[src/uart_pkg.sv]
package uart_pkg;

    ////////////////////////////////////////////////////////////////////////////
    // Serial line types, 8N1 framing
    ////////////////////////////////////////////////////////////////////////////

    typedef logic [7:0] uart_byte_t;    // One data byte
    typedef logic [3:0] uart_bitcnt_t;  // Start, 8 data, stop

    // Receiver report, one per frame
    typedef struct packed {
        logic       valid;      // Single cycle strobe
        logic       frame_err;  // Stop bit sampled low
        uart_byte_t data;
    } rx_event_t;

    // Transmit request
    typedef struct packed {
        logic       start;      // Single cycle strobe
        uart_byte_t data;
    } tx_cmd_t;

endpackage

[src/echo_pkg.sv]
package echo_pkg;

    import uart_pkg::*;

    ////////////////////////////////////////////////////////////////////////////
    // Loop-back control types
    ////////////////////////////////////////////////////////////////////////////

    // Echo sequencer
    typedef enum logic [1:0] {
        IDLE,       // Wait for a held byte and a free transmitter
        LAUNCH,     // Start strobe to the transmitter
        WAIT_BUSY   // Until the transmitter takes it
    } echo_state_t;

    // One byte buffer between receiver and transmitter
    typedef struct packed {
        logic       full;
        uart_byte_t data;
    } hold_t;

endpackage

[src/uart_rx.sv]
`timescale 1ns/1ps

module uart_rx
    import uart_pkg::*;
#(
    parameter int unsigned CLK_FREQ  = 100_000_000,  // Hz
    parameter int unsigned BAUD_RATE = 115_200       // Bit/s
) (
    input  logic      clk,
    input  logic      reset,
    input  logic      rx,           // Serial in, idle high
    output rx_event_t rx_evt,
    output logic      frame_error   // Bad stop bit, one cycle
);

    ////////////////////////////////////////////////////////////////////////////
    // Bit timing
    ////////////////////////////////////////////////////////////////////////////

    localparam int unsigned BIT_P   = CLK_FREQ / BAUD_RATE;  // Cycles per bit
    localparam int unsigned HALF_P  = BIT_P / 2;
    localparam int unsigned TIMER_W = $clog2(BIT_P);

    typedef logic [TIMER_W-1:0] timer_t;

    localparam uart_bitcnt_t STOP_BIT = 4'd9;  // Index of the stop bit

    typedef enum logic [1:0] {
        RX_IDLE,     // Armed, line high
        RX_START,    // Recheck start bit at half period
        RX_FRAME,    // Data and stop samples
        RX_RECOVER   // Wait for line high
    } rx_state_t;

    rx_state_t    state;
    timer_t       timer;
    uart_bitcnt_t bit_idx;
    logic         rx_meta;     // First synchronizer stage
    logic         rx_sync;     // Safe to use
    logic         sample;      // Middle of a bit in RX_FRAME
    uart_byte_t   shift_reg;   // Data, LSB first
    logic         evt_valid;
    logic         evt_err;

    // Two flop synchronizer, idles high
    always_ff @(posedge clk) begin
        if (reset) begin
            rx_meta <= 1'b1;
            rx_sync <= 1'b1;
        end else begin
            rx_meta <= rx;
            rx_sync <= rx_meta;
        end
    end

    assign sample = (state == RX_FRAME) && (timer == timer_t'(BIT_P - 1));

    ////////////////////////////////////////////////////////////////////////////
    // Frame FSM
    ////////////////////////////////////////////////////////////////////////////

    always_ff @(posedge clk) begin
        if (reset) begin
            state     <= RX_IDLE;
            timer     <= '0;
            bit_idx   <= '0;
            evt_valid <= 1'b0;
            evt_err   <= 1'b0;
        end else begin
            evt_valid <= 1'b0;  // Strobe by default
            case (state)
                RX_IDLE: begin
                    timer <= '0;
                    if (!rx_sync) state <= RX_START;  // Falling edge, armed only when high
                end
                RX_START: begin
                    if (timer == timer_t'(HALF_P - 1)) begin
                        timer <= '0;
                        if (!rx_sync) begin  // Still low, real start bit
                            bit_idx <= 4'd1;
                            state   <= RX_FRAME;
                        end else begin
                            state   <= RX_IDLE;  // Glitch
                        end
                    end else begin
                        timer <= timer + 1'b1;
                    end
                end
                RX_FRAME: begin
                    if (sample) begin
                        timer   <= '0;
                        bit_idx <= bit_idx + 1'b1;
                        if (bit_idx == STOP_BIT) begin
                            evt_valid <= 1'b1;
                            evt_err   <= !rx_sync;  // Stop must be high
                            state     <= RX_RECOVER;
                        end
                    end else begin
                        timer <= timer + 1'b1;
                    end
                end
                RX_RECOVER: if (rx_sync) state <= RX_IDLE;
                default:    state <= RX_IDLE;
            endcase
        end
    end

    // Data bits only, stop sample leaves the byte intact
    always_ff @(posedge clk) begin
        if (sample && bit_idx != STOP_BIT) shift_reg <= {rx_sync, shift_reg[7:1]};
    end

    assign rx_evt = '{valid: evt_valid, frame_err: evt_err, data: shift_reg};

    // The only place the error condition is decoded
    assign frame_error = evt_valid && evt_err;

endmodule

[src/uart_tx.sv]
`timescale 1ns/1ps

module uart_tx
    import uart_pkg::*;
#(
    parameter int unsigned CLK_FREQ  = 100_000_000,  // Hz
    parameter int unsigned BAUD_RATE = 115_200       // Bit/s
) (
    input  logic    clk,
    input  logic    reset,
    input  tx_cmd_t tx_cmd,
    output logic    tx,     // Serial out, idle high
    output logic    busy    // Frame in flight
);

    ////////////////////////////////////////////////////////////////////////////
    // Bit timing
    ////////////////////////////////////////////////////////////////////////////

    localparam int unsigned BIT_P   = CLK_FREQ / BAUD_RATE;
    localparam int unsigned TIMER_W = $clog2(BIT_P);

    typedef logic [TIMER_W-1:0] timer_t;
    typedef logic [9:0]         frame_t;  // Stop, data, start

    localparam uart_bitcnt_t STOP_BIT = 4'd9;

    timer_t       timer;
    uart_bitcnt_t bit_idx;    // Bit now on the line
    frame_t       shift_reg;
    logic         load;
    logic         bit_end;

    assign load    = tx_cmd.start && !busy;  // Ignored mid frame
    assign bit_end = busy && (timer == timer_t'(BIT_P - 1));

    // Control
    always_ff @(posedge clk) begin
        if (reset) begin
            busy    <= 1'b0;
            timer   <= '0;
            bit_idx <= '0;
        end else if (load) begin
            busy    <= 1'b1;  // Start bit from next cycle
            timer   <= '0;
            bit_idx <= '0;
        end else if (busy) begin
            if (bit_end) begin
                timer   <= '0;
                bit_idx <= bit_idx + 1'b1;
                if (bit_idx == STOP_BIT) busy <= 1'b0;  // Stop bit done
            end else begin
                timer <= timer + 1'b1;
            end
        end
    end

    // Payload, LSB first, fill with idle level
    always_ff @(posedge clk) begin
        if (load) begin
            shift_reg <= {1'b1, tx_cmd.data, 1'b0};
        end else if (bit_end) begin
            shift_reg <= {1'b1, shift_reg[9:1]};
        end
    end

    // Line rests high between frames
    assign tx = busy ? shift_reg[0] : 1'b1;

endmodule

[src/echo_ctrl.sv]
`timescale 1ns/1ps

module echo_ctrl
    import uart_pkg::*, echo_pkg::*;
(
    input  logic      clk,
    input  logic      reset,
    input  rx_event_t rx_evt,
    input  logic      busy,     // Transmitter in a frame
    output tx_cmd_t   tx_cmd,
    output logic      led       // Byte accepted, echo not yet started
);

    echo_state_t state;
    hold_t       hold;
    logic        accept;  // Good frame from the receiver

    assign accept = rx_evt.valid && !rx_evt.frame_err;

    ////////////////////////////////////////////////////////////////////////////
    // Hold register and echo sequencer
    ////////////////////////////////////////////////////////////////////////////

    always_ff @(posedge clk) begin
        if (reset) begin
            state     <= IDLE;
            hold.full <= 1'b0;
            led       <= 1'b0;
        end else begin
            case (state)
                IDLE: begin
                    if (hold.full && !busy) state <= LAUNCH;
                end
                LAUNCH: begin
                    hold.full <= 1'b0;  // Byte handed to the transmitter
                    state     <= WAIT_BUSY;
                end
                WAIT_BUSY: begin
                    if (busy) begin  // Echo under way
                        led   <= 1'b0;
                        state <= IDLE;
                    end
                end
                default: state <= IDLE;
            endcase

            // New byte wins over the clears above
            if (accept) begin
                hold.full <= 1'b1;
                hold.data <= rx_evt.data;  // Overwrites if still full
                led       <= 1'b1;
            end
        end
    end

    assign tx_cmd = '{start: (state == LAUNCH), data: hold.data};

endmodule

[src/uart_echo_top.sv]
`timescale 1ns/1ps

module uart_echo_top
    import uart_pkg::*;
#(
    parameter int unsigned CLK_FREQ  = 100_000_000,  // Hz
    parameter int unsigned BAUD_RATE = 115_200       // Bit/s
) (
    input  logic clk,
    input  logic reset,
    input  logic rx,           // Serial in, idle high
    output logic tx,           // Serial out
    output logic led,
    output logic frame_error   // Pulse per bad frame
);

    ////////////////////////////////////////////////////////////////////////////
    // Receiver -> controller -> transmitter
    ////////////////////////////////////////////////////////////////////////////

    rx_event_t rx_evt;
    tx_cmd_t   tx_cmd;
    logic      busy;

    uart_rx #(
        .CLK_FREQ   (CLK_FREQ),
        .BAUD_RATE  (BAUD_RATE)
    ) uart_rx_i (
        .clk         (clk),
        .reset       (reset),
        .rx          (rx),
        .rx_evt      (rx_evt),
        .frame_error (frame_error)
    );

    echo_ctrl echo_ctrl_i (
        .clk    (clk),
        .reset  (reset),
        .rx_evt (rx_evt),
        .busy   (busy),
        .tx_cmd (tx_cmd),
        .led    (led)
    );

    uart_tx #(
        .CLK_FREQ   (CLK_FREQ),
        .BAUD_RATE  (BAUD_RATE)
    ) uart_tx_i (
        .clk    (clk),
        .reset  (reset),
        .tx_cmd (tx_cmd),
        .tx     (tx),
        .busy   (busy)
    );

endmodule

[config.mk]
export PLATFORM = sky130hd
export DESIGN_NAME = uart_echo_top
export DESIGN_NICKNAME = d
export VERILOG_FILES = /design/src/uart_pkg.sv /design/src/echo_pkg.sv /design/src/uart_rx.sv /design/src/uart_tx.sv /design/src/echo_ctrl.sv /design/src/uart_echo_top.sv
export SDC_FILE = /design/constraint.sdc
export NUM_CORES = 1
export LEC_CHECK = 0
export ABC_AREA = 1
export BUFFER_PORTS_ARGS = -buffer_cell sky130_fd_sc_hd__buf_4
export CORE_MARGIN = 2
export CORE_UTILIZATION = 35
export DETAILED_ROUTE_END_ITERATION = 6
export GPL_ROUTABILITY_DRIVEN = 0
export PLACE_DENSITY = 0.59
export SLEW_MARGIN = 5
export SYNTH_ARGS = -nofsm -noshare
export SYNTH_HDL_FRONTEND = slang
export SYNTH_SLANG_ARGS = --single-unit
[constraint.sdc]
create_clock -name clk -period 4.75 [get_ports clk]
set_clock_uncertainty 0.15 [all_clocks]
set_input_delay 0.7125 -clock clk [delete_from_list [all_inputs] [get_ports clk]]
set_output_delay 0.7125 -clock clk [all_outputs]
set_load 0.005 [all_outputs]
==> metrics.cfg, run 1 <==
[outcome]
outcome=finished, final reports clean

[logic_synthesis]
synth-seq-cells=64
synth_compound_area_frac=0.07950
ys_seq_area_frac=0.5431
synth_mux_area_frac=0
synth_area_um2=2801
synth_top_family_by_area=simple AND/OR/NAND/NOR gates
synth_warnings=0
synth-xor-area-share=0.03439
synth_fa_ha_area_frac=0.04913
synth.distinct_cells=36
synth_top_area_frac=0.2858
synth_area_leaders=dfxtp_1, edfxtp_1, nand2_1
netlist_instances=305
synth_top_area_cell=dfxtp_1
synthSimpleGateAreaFrac=0.2363
syn-num-nets=319
avgSynthCellArea_um2=9.185

[clock_network]
postCtsSetupBuffers=0
cts_tree=built
ctsHoldBuffers=0
h-tree-depth=3
cts_made_buffers=9
clk_path_buf_depth=2
cts_resized=0
path_clk_slew_ns=0.07
clock-sinks=64
insertion_delay_ns=0.34
clockRootBuffer=clkbuf_8

[sta]
period_minus_slack_ns=2.421
max_slew_margin=0.3261
hold_viol=0
finalSetupViolations=0
fin_tns_setup_ns=0
period_share=0.5097
slew_violations=0
fmax_mhz=413.0
rsz0062_at_grt=no
worst_pin_slew_ns=1.003
hold_ws_ns=0.2580

[global_route]
antenna_found_initial=0
grt.overflow.total=0
grt_usage=0.1228
grt_most_used_layer=met2
grt_pass1_wl_um=8231
grt_use_met2=0.1894
grt_pass1_vias=1872
grt_start_max_net_pins=18
grt_use_met3=0.06044
met1_usage=0.1483

[worst_setup_path]
r2r_start=uart_tx_i.busy
critPathSlowestCell=dfxtp_1
cp-endpoint=tx
rrSetupSlack_ns=2.49
reg2reg_depth=4
cp.arrival_ns=1.56
r2r-end=uart_tx_i.shift_reg[3]
worst_ep_required_time_ns=3.89
endpoint_kind=output port
cp_max_fo=9
startpoint_type=register
path_class=reg -> out
startpoint=uart_tx_i.busy
critPathMaxStageDelay_ns=0.56
worstPathCellList=inv_1 -> or2_2 -> buf_4

[final_layout]
fin_nets=332
layout_common_cells=nand2_1, nor2_1, dfxtp_1
design_area_um2=3153
n_antenna_cell=0
areaGrowthSynthToFinish_pct=12.55
drive_above_1_share=0.1115
layout_commonest_cell=nand2_1
utilization=0.4080

[power]
power_leakage_nw=1.156
cellPowerDensity_nw_per_um2=381.8
peakVddDrop_mv=0.2485

[run]
drv_cap=0

[place]
io_buffer_count=5
place_area_um2=2940
dp_hpwl_um=3259

[routing]
drc=0
wire_per_inst_um=10.70
postRouteWirelength_um=4547
dr.pass1.iters=4
via_per_inst=4.513
drtIter0Drc=55
final_antenna_net_count=0
num_vias=1918

[floorplan]
coreArea_um2=7727
dieArea_um2=8736
die_height_um=93.47
initial_core_util=0.3625
io_pins=6
die_w_um=93.47
std_cell_rows=32

[min_path]
hold_class=reg -> reg
worstHoldStart=uart_rx_i.rx_meta

[critical path: cells and delay by family, from the launching register on]
kind          cells  cell delay (ns)
buf+inv           2             0.35
flops             1             0.56
simple gates      1             0.31
[final cells by class]
class / count / area (µm²)
clock inverter: 6 / 85.08
tap: 102 / 127.6
clock buffer: 10 / 127.6
sequential: 64 / 1521
multi-input combinational: 202 / 1119
timing repair buffer: 5 / 37.54
inverter: 36 / 135.1
fill: 761 / 4574
[synth_stat cells (all sizes together)]
cell type / n
buf: 2
nor3: 6
clkinv: 2
dfxtp: 40
nor3b: 1
nand3b: 1
o21ai: 14
xor2: 8
o22ai: 1
nand4: 5
inv: 34
clkbuf: 1
xnor2: 3
nand2: 57
or2: 3
o31ai: 1
a31o: 1
nor2: 49
a22o: 7
ha: 11
edfxtp: 24
and3: 1
nor4: 3
a21oi: 13
nand3: 17
[cells by family after synthesis]
kind of cell / Yosys count
buffers and inverters: 39
DFF: 64
AOI/OAI and AO/OA: 37
and+or+nand+nor: 143
adders and majority gates: 11
xor gates and xnor gates: 11
[worst min path at each step]
stage / slack [ns] / end / depth (start not counted)
6_report: 0.26 / uart_rx_i.rx_sync / 1
5_1_grt: 0.28 / uart_rx_i.rx_sync / 1
4_1_cts: 0.26 / uart_rx_i.rx_sync / 1
3_5_place_dp: 0.24 / uart_rx_i.rx_sync / 1
3_3_place_gp: 0.24 / uart_rx_i.rx_sync / 1
2_1_floorplan: 0.24 / uart_rx_i.rx_sync / 1
[through the flow]
stage / std cells / power (mW) / setup WS [ns]
after floorplan: 305 / 0.6964 / 2.796
after global placement: 409 / 0.7195 / 2.562
after detailed placement: 409 / 0.7191 / 2.449
after CTS: 425 / 1.221 / 2.300
after global routing: 425 / 1.274 / 2.214
final: 425 / 1.204 / 2.329
[layer usage]
metal / share of wire / wire, µm / up-vias
li1: - / - / 1029
met5: 0 / 0 / -
met4: 0.0092 / 42 / 0
met2: 0.47 / 2135 / 19
met3: 0.036 / 163 / 5
met1: 0.48 / 2205 / 865
[power by group]
group	internal [mW]	switching (mW)	leakage [nW]	total, mW
clock	0.294	0.203	0.104	0.496
sequential	0.578	0.0153	0.528	0.593
combinational	0.0400	0.0742	0.525	0.114
total	0.912	0.292	1.16	1.20
Power figures use the tool's default switching activity.
==> inputs of run 2 (changes only) <==
ABC_AREA = 0   (was 1)
PLACE_DENSITY = 0.6   (was 0.59)
clock period = 2.09 ns   (was 4.75 ns; I/O delays follow)
==> metrics.cfg, run 2 <==
[power]
power_leakage_nw=1.144  ; -1.1%
cellPowerDensity_nw_per_um2=784.5  ; +110%
peakVddDrop_mv=0.4011  ; +61%
finalPower_mw=2.568  ; +110%

[global_route]
antenna_found_initial=0  ; unchanged
grt_start_max_net_pins=23  ; +5
grt_usage=0.1219  ; -0.0009585
grt_pass1_wl_um=8155  ; -0.92%
grt.overflow.total=0  ; unchanged
grt_pass1_vias=1790  ; -4.4%

[min_path]
whs_endpoint=uart_rx_i.bit_idx[2]
hold_class=in -> reg
worstHoldStart=reset
hold_depth=2  ; +1

[worst_setup_path]
reg2reg_depth=7  ; +3
endpoint_kind=register
r2r_start=uart_rx_i.timer[1]
startpoint_type=register
rrSetupSlack_ns=0.06  ; -2.43 ns
worst_ep_required_time_ns=2.20  ; -1.69 ns
cp.arrival_ns=2.15  ; +0.59 ns
path_class=reg -> reg
r2r-end=uart_rx_i.timer[2]
cp_max_fo=6  ; -3

[logic_synthesis]
netlist_instances=264  ; -13%
synth_fa_ha_area_frac=0.04989  ; +0.0007575
synth_common_cells=dfxtp_1, nor2_1, edfxtp_1, nand2_1, inv_1
synth-xor-area-share=0.05397  ; +0.01958
synth-seq-cells=64  ; unchanged
synth_top_area_frac=0.2902  ; +0.004408
synth_area_leaders=dfxtp_1, edfxtp_1, nor2_1
synth_top_family_by_area=simple AND/OR/NAND/NOR gates
synthSimpleGateAreaFrac=0.2127  ; -0.02357
ys_seq_area_frac=0.5515  ; +0.008374
syn-num-nets=278  ; -13%
synth_edf_count=24  ; unchanged
synth.distinct_cells=48  ; +33%
synth_mux_area_frac=0.007256  ; +0.007256
synth_warnings=0  ; unchanged
async_flop_share=0  ; unchanged
synth_compound_area_frac=0.09433  ; +0.01483
synth_area_um2=2759  ; -1.5%
synth-main-ff-cell=dfxtp_1
avgSynthCellArea_um2=10.45  ; +14%
yosysMostFrequentCell=dfxtp_1
synth_top_area_cell=dfxtp_1

[final_layout]
layout_commonest_cell=nor2_1
layout_common_cells=nor2_1, dfxtp_1, edfxtp_1
n_antenna_cell=0  ; unchanged
areaGrowthSynthToFinish_pct=18.64
design_area_um2=3273  ; +3.8%
drive_above_1_share=0.1897  ; +0.07820
n_fill_cell=763  ; +0.26%
fin_nets=299  ; -9.9%
multi_input_area_um2=1200  ; +7.3%
seq_area_um2=1529  ; +0.49%

[floorplan]
dieArea_um2=8609  ; -1.4%
io_pins=6  ; unchanged
coreArea_um2=7687  ; -0.52%
std_cell_rows=32  ; unchanged
die_height_um=92.79  ; -0.73%
initial_core_util=0.3589  ; -0.003646
die_w_um=92.79  ; -0.73%

[clock_network]
path_clk_slew_ns=0.07  ; about the same
clockRootBuffer=clkbuf_8
cts_tree=built
cts_made_buffers=9  ; unchanged
clock-sinks=64  ; unchanged
h-tree-depth=3  ; unchanged
insertion_delay_ns=0.34  ; about the same
clk_path_buf_depth=2  ; unchanged

[outcome]
outcome=finished, final reports clean

[place]
place_area_um2=2975  ; +1.2%
io_buffer_count=5  ; unchanged
dp_hpwl_um=3269  ; +0.30%
pre_cts_ws_ns=-0.04211  ; -2.491 ns

[sta]
worst_pin_slew_ns=0.3543  ; -0.6489 ns
hold_ws_ns=0.1745  ; -0.08354 ns
period_minus_slack_ns=2.033
period_share=0.9729
worst_slack_ns=0.05654  ; -2.272 ns
slew_violations=0  ; unchanged
rsz0062_at_grt=yes
hold_viol=0  ; unchanged
finalSetupViolations=0  ; unchanged
max_slew_margin=0.7638  ; +0.4377
fmax_mhz=491.8

[routing]
drtIter0Drc=57  ; +3.6%
postRouteWirelength_um=4893  ; +7.6%
num_vias=1918  ; unchanged
via_per_inst=4.893  ; +8.4%
final_antenna_net_count=0  ; unchanged
drc=0  ; unchanged
wire_per_inst_um=12.48  ; +17%
dr.pass1.iters=4  ; unchanged

[run]
drv_cap=0  ; unchanged

==> run 2: changes by cell type in the layout (fill, tap and decap cells not counted), moves of 8 or more <==
cell     previous run  this run
buf_4               5        18
inv_1              32        12
nand2_1            53        15
nor2_1             47        39
o21ai_0            12         2
==> run 2: cell type report <==
type	count	share of cell area
well taps	102	0.03899
multi-input cells	179	0.3666
flip-flops and latches	64	0.4671
clock inverters	7	0.03135
clock buffers	9	0.03784
repair buffers	19	0.04434
inverters	12	0.01376
==> run 2: power by group <==
group / internal [mW] / leakage (nW) / total, mW / switching [mW]
registers: 1.29 / 0.525 / 1.30 / 0.00951
clock network: 0.683 / 0.110 / 1.19 / 0.505
logic: 0.0354 / 0.508 / 0.0827 / 0.0473
==> run 2: kinds of logic after synthesis <==
family	Yosys count
simple gates	112
flops	64
compound gates	37
buf+inv	21
xor+xnor	17
fa+ha+maj	11
mux	2
==> run 2: what timing repair did <==
action / CTS / global route
buffers inserted: 0 / 1
setup endpoints to repair: 2 / 2
pin swaps: 0 / 6
endpoints found under the hold margin: 1 / 0
hold buffers: 1 / 0
gates resized for setup: 4 / 9
==> run 2: worst max-delay path by stage <==
stage | startpoint | to | slack, ns
2_1_floorplan | uart_rx_i.state[0] | uart_rx_i.timer[2] | 0.03
3_3_place_gp | uart_rx_i.timer[0] | uart_rx_i.timer[2] | 0.03
3_5_place_dp | uart_rx_i.timer[0] | uart_rx_i.timer[2] | -0.04
4_1_cts | uart_rx_i.timer[0] | uart_rx_i.timer[2] | 0.01
5_1_grt | uart_rx_i.timer[1] | uart_rx_i.bit_idx[2] | -0.03
6_report | uart_rx_i.timer[1] | uart_rx_i.timer[2] | 0.06
==> run 2: per-stage QoR <==
stage                     cells  TNS (ns)  utilization
after CTS                   391         0       0.4198
after global routing        392  -0.03730       0.4258
after global placement      374         0       0.3870
after floorplan             264         0            -
after detailed placement    374  -0.04211       0.3870
final                       392         0       0.4258
==> run 2: layer usage <==
| layer | track usage | share of wire |
|---|---|---|
| met5 | 0 | 0 |
| met4 | 0.05515 | 0.018 |
| met3 | 0.04394 | 0.035 |
| met2 | 0.1920 | 0.48 |
| met1 | 0.1491 | 0.47 |
==> run 2: critical path, stage by stage (launching register included) <==
cell      delay [ns]
dfxtp_4         0.38
inv_1           0.05
ha_1            0.16
and4bb_1        0.23
a31oi_2         0.24
o21ai_2         0.13
or3b_2          0.45
a31oi_1         0.17
==> inputs of run 3 (changes only) <==
CELL_PAD_IN_SITES_DETAIL_PLACEMENT = 0   (was unset)
CELL_PAD_IN_SITES_GLOBAL_PLACEMENT = 1   (was unset)
PLACE_DENSITY = 0.7   (was 0.6)
==> metrics.cfg, run 3 (synthesis gave the netlist of run 2 again) <==
[outcome]
outcome=finished, final reports clean

[sta]
period_minus_slack_ns=2.021  ; -0.01238 ns
hold_viol=0  ; unchanged
finalSetupViolations=0  ; unchanged
fmax_mhz=494.8  ; +0.61%
period_share=0.9670  ; -0.005922
hold_ws_ns=0.1646  ; -0.009862 ns
slew_violations=0  ; unchanged
rsz0062_at_grt=no
fin_tns_setup_ns=0  ; unchanged
worst_pin_slew_ns=0.3341  ; -0.02022 ns
max_slew_margin=0.7768  ; +0.01302

[place]
io_buffer_count=5  ; unchanged
dp_hpwl_um=3452  ; +5.6%

[worst_setup_path]
worst_ep_required_time_ns=2.21  ; about the same
r2r_start=uart_rx_i.timer[0]
r2r-end=uart_rx_i.bit_idx[2]
startpoint_type=register
endpoint_kind=register
rrSetupSlack_ns=0.07  ; about the same
path_class=reg -> reg
startpoint=uart_rx_i.timer[0]
cp.arrival_ns=2.15  ; about the same
reg2reg_depth=6  ; -1
cp_max_fo=6  ; unchanged

[global_route]
grt_use_met3=0.05370  ; +0.009764
grt_usage=0.1276  ; +0.005710
grt_use_met2=0.1944  ; +0.002415
met1_usage=0.1641  ; +0.01499
antenna_found_initial=0  ; unchanged
grt_pass1_vias=1778  ; -0.67%
grt_pass1_wl_um=8466  ; +3.8%
grt_most_used_layer=met2
grt_start_max_net_pins=23  ; unchanged
grt.overflow.total=0  ; unchanged

[power]
power_leakage_nw=1.150  ; +0.59%
cellPowerDensity_nw_per_um2=736.8  ; -6.1%
peakVddDrop_mv=0.3882  ; -3.2%

[routing]
via_per_inst=4.776  ; -2.4%
num_vias=1901  ; -0.89%
dr.pass1.iters=4  ; unchanged
postRouteWirelength_um=5043  ; +3.1%
final_antenna_net_count=0  ; unchanged
drc=0  ; unchanged
drtIter0Drc=69  ; +21%
wire_per_inst_um=12.67  ; +1.5%

[clock_network]
clock-sinks=64  ; unchanged
cts_tree=built
clockRootBuffer=clkbuf_8
clk_path_buf_depth=2  ; unchanged
path_clk_slew_ns=0.07  ; about the same
insertion_delay_ns=0.35  ; about the same
postCtsSetupBuffers=0  ; unchanged
cts_made_buffers=9  ; unchanged
h-tree-depth=3  ; unchanged

[final_layout]
drive_above_1_share=0.1926  ; +0.002912
fin_nets=306  ; +2.3%
utilization=0.4251  ; -0.0006510
layout_common_cells=nor2_1, dfxtp_1, buf_4
n_antenna_cell=0  ; unchanged
n_fill_cell=773  ; +1.3%
layout_commonest_cell=nor2_1
areaGrowthSynthToFinish_pct=18.46

[min_path]
whs_endpoint=uart_rx_i.bit_idx[2]
hold_class=in -> reg
hold_depth=2  ; unchanged
worstHoldStart=reset

[floorplan]
die_height_um=92.79  ; unchanged
dieArea_um2=8609  ; unchanged
die_w_um=92.79  ; unchanged
std_cell_rows=32  ; unchanged
io_pins=6  ; unchanged
initial_core_util=0.3589  ; unchanged
coreArea_um2=7687  ; unchanged

[run]
drv_cap=0  ; unchanged

## run 3: cell types whose count changed in the layout (fill, tap and decap cells not counted), sizes merged
cell	delta
bufinv	-1
buf	+7
clkinvlp	+2
inv	-2
## run 3: area by class of cell
cell class / count / area (µm²) / share of cell area
clock buffers: 9 / 123.9 / 0.03790
clock inverters: 6 / 61.31 / 0.01876
inverters: 12 / 45.04 / 0.01378
multi-input cells: 179 / 1186 / 0.3629
flip-flops and latches: 64 / 1526 / 0.4671
well taps: 102 / 127.6 / 0.03905
repair buffers: 26 / 197.7 / 0.06049
## run 3: worst max path at each step
| stage | cells past startpoint | to | slack, ns |
|---|---|---|---|
| after floorplan | 8 | uart_rx_i.timer[2] | 0.03 |
| after global placement | 6 | uart_rx_i.timer[2] | 0.05 |
| after detailed placement | 6 | uart_rx_i.timer[2] | 0.007 |
| after CTS | 7 | uart_rx_i.timer[2] | 0.02 |
| after global routing | 6 | uart_rx_i.timer[2] | 0.001 |
| final | 6 | uart_rx_i.bit_idx[2] | 0.07 |
## run 3: layer usage
metal | share of wire | up-vias
li1 | - | 991
met1 | 0.49 | 880
met2 | 0.46 | 24
met3 | 0.035 | 6
met4 | 0.010 | 0
met5 | 0 | -
## run 3: worst max-delay path, cell delays in order, from the launching register on
cell and delay [ns]:
dfxtp_4 0.37, ha_1 0.16, and4b_2 0.27, nand2_1 0.09
a221o_1 0.37, or4_1 0.42, a21oi_2 0.12
## run 3: timing repair
item                       4_1_cts  5_1_grt
resized for setup                1        7
pin swaps                        0        2
setup endpoints to repair        1        5
hold endpoints to repair         1        0
hold buffers                     1        0
## run 3: where the power goes
group | switching [mW] | total, mW | leakage (nW) | internal (mW)
Clock | 0.477 | 1.01 | 0.0848 | 0.537
Combinational | 0.0541 | 0.0989 | 0.541 | 0.0448
Sequential | 0.00583 | 1.29 | 0.525 | 1.29
## run 3: per-stage QoR
| stage | cell area, µm² | std cells | power (mW) | setup WS, ns |
|---|---|---|---|---|
| floorplan | 2759 | 264 | 1.379 | 0.02520 |
| global placement | 3035 | 382 | 1.416 | 0.05055 |
| detailed placement | 3035 | 382 | 1.415 | 0.006846 |
| CTS | 3237 | 398 | 2.438 | 0.01802 |
| global route | 3268 | 398 | 2.504 | 0.001465 |
| finish | 3268 | 398 | 2.408 | 0.06892 |
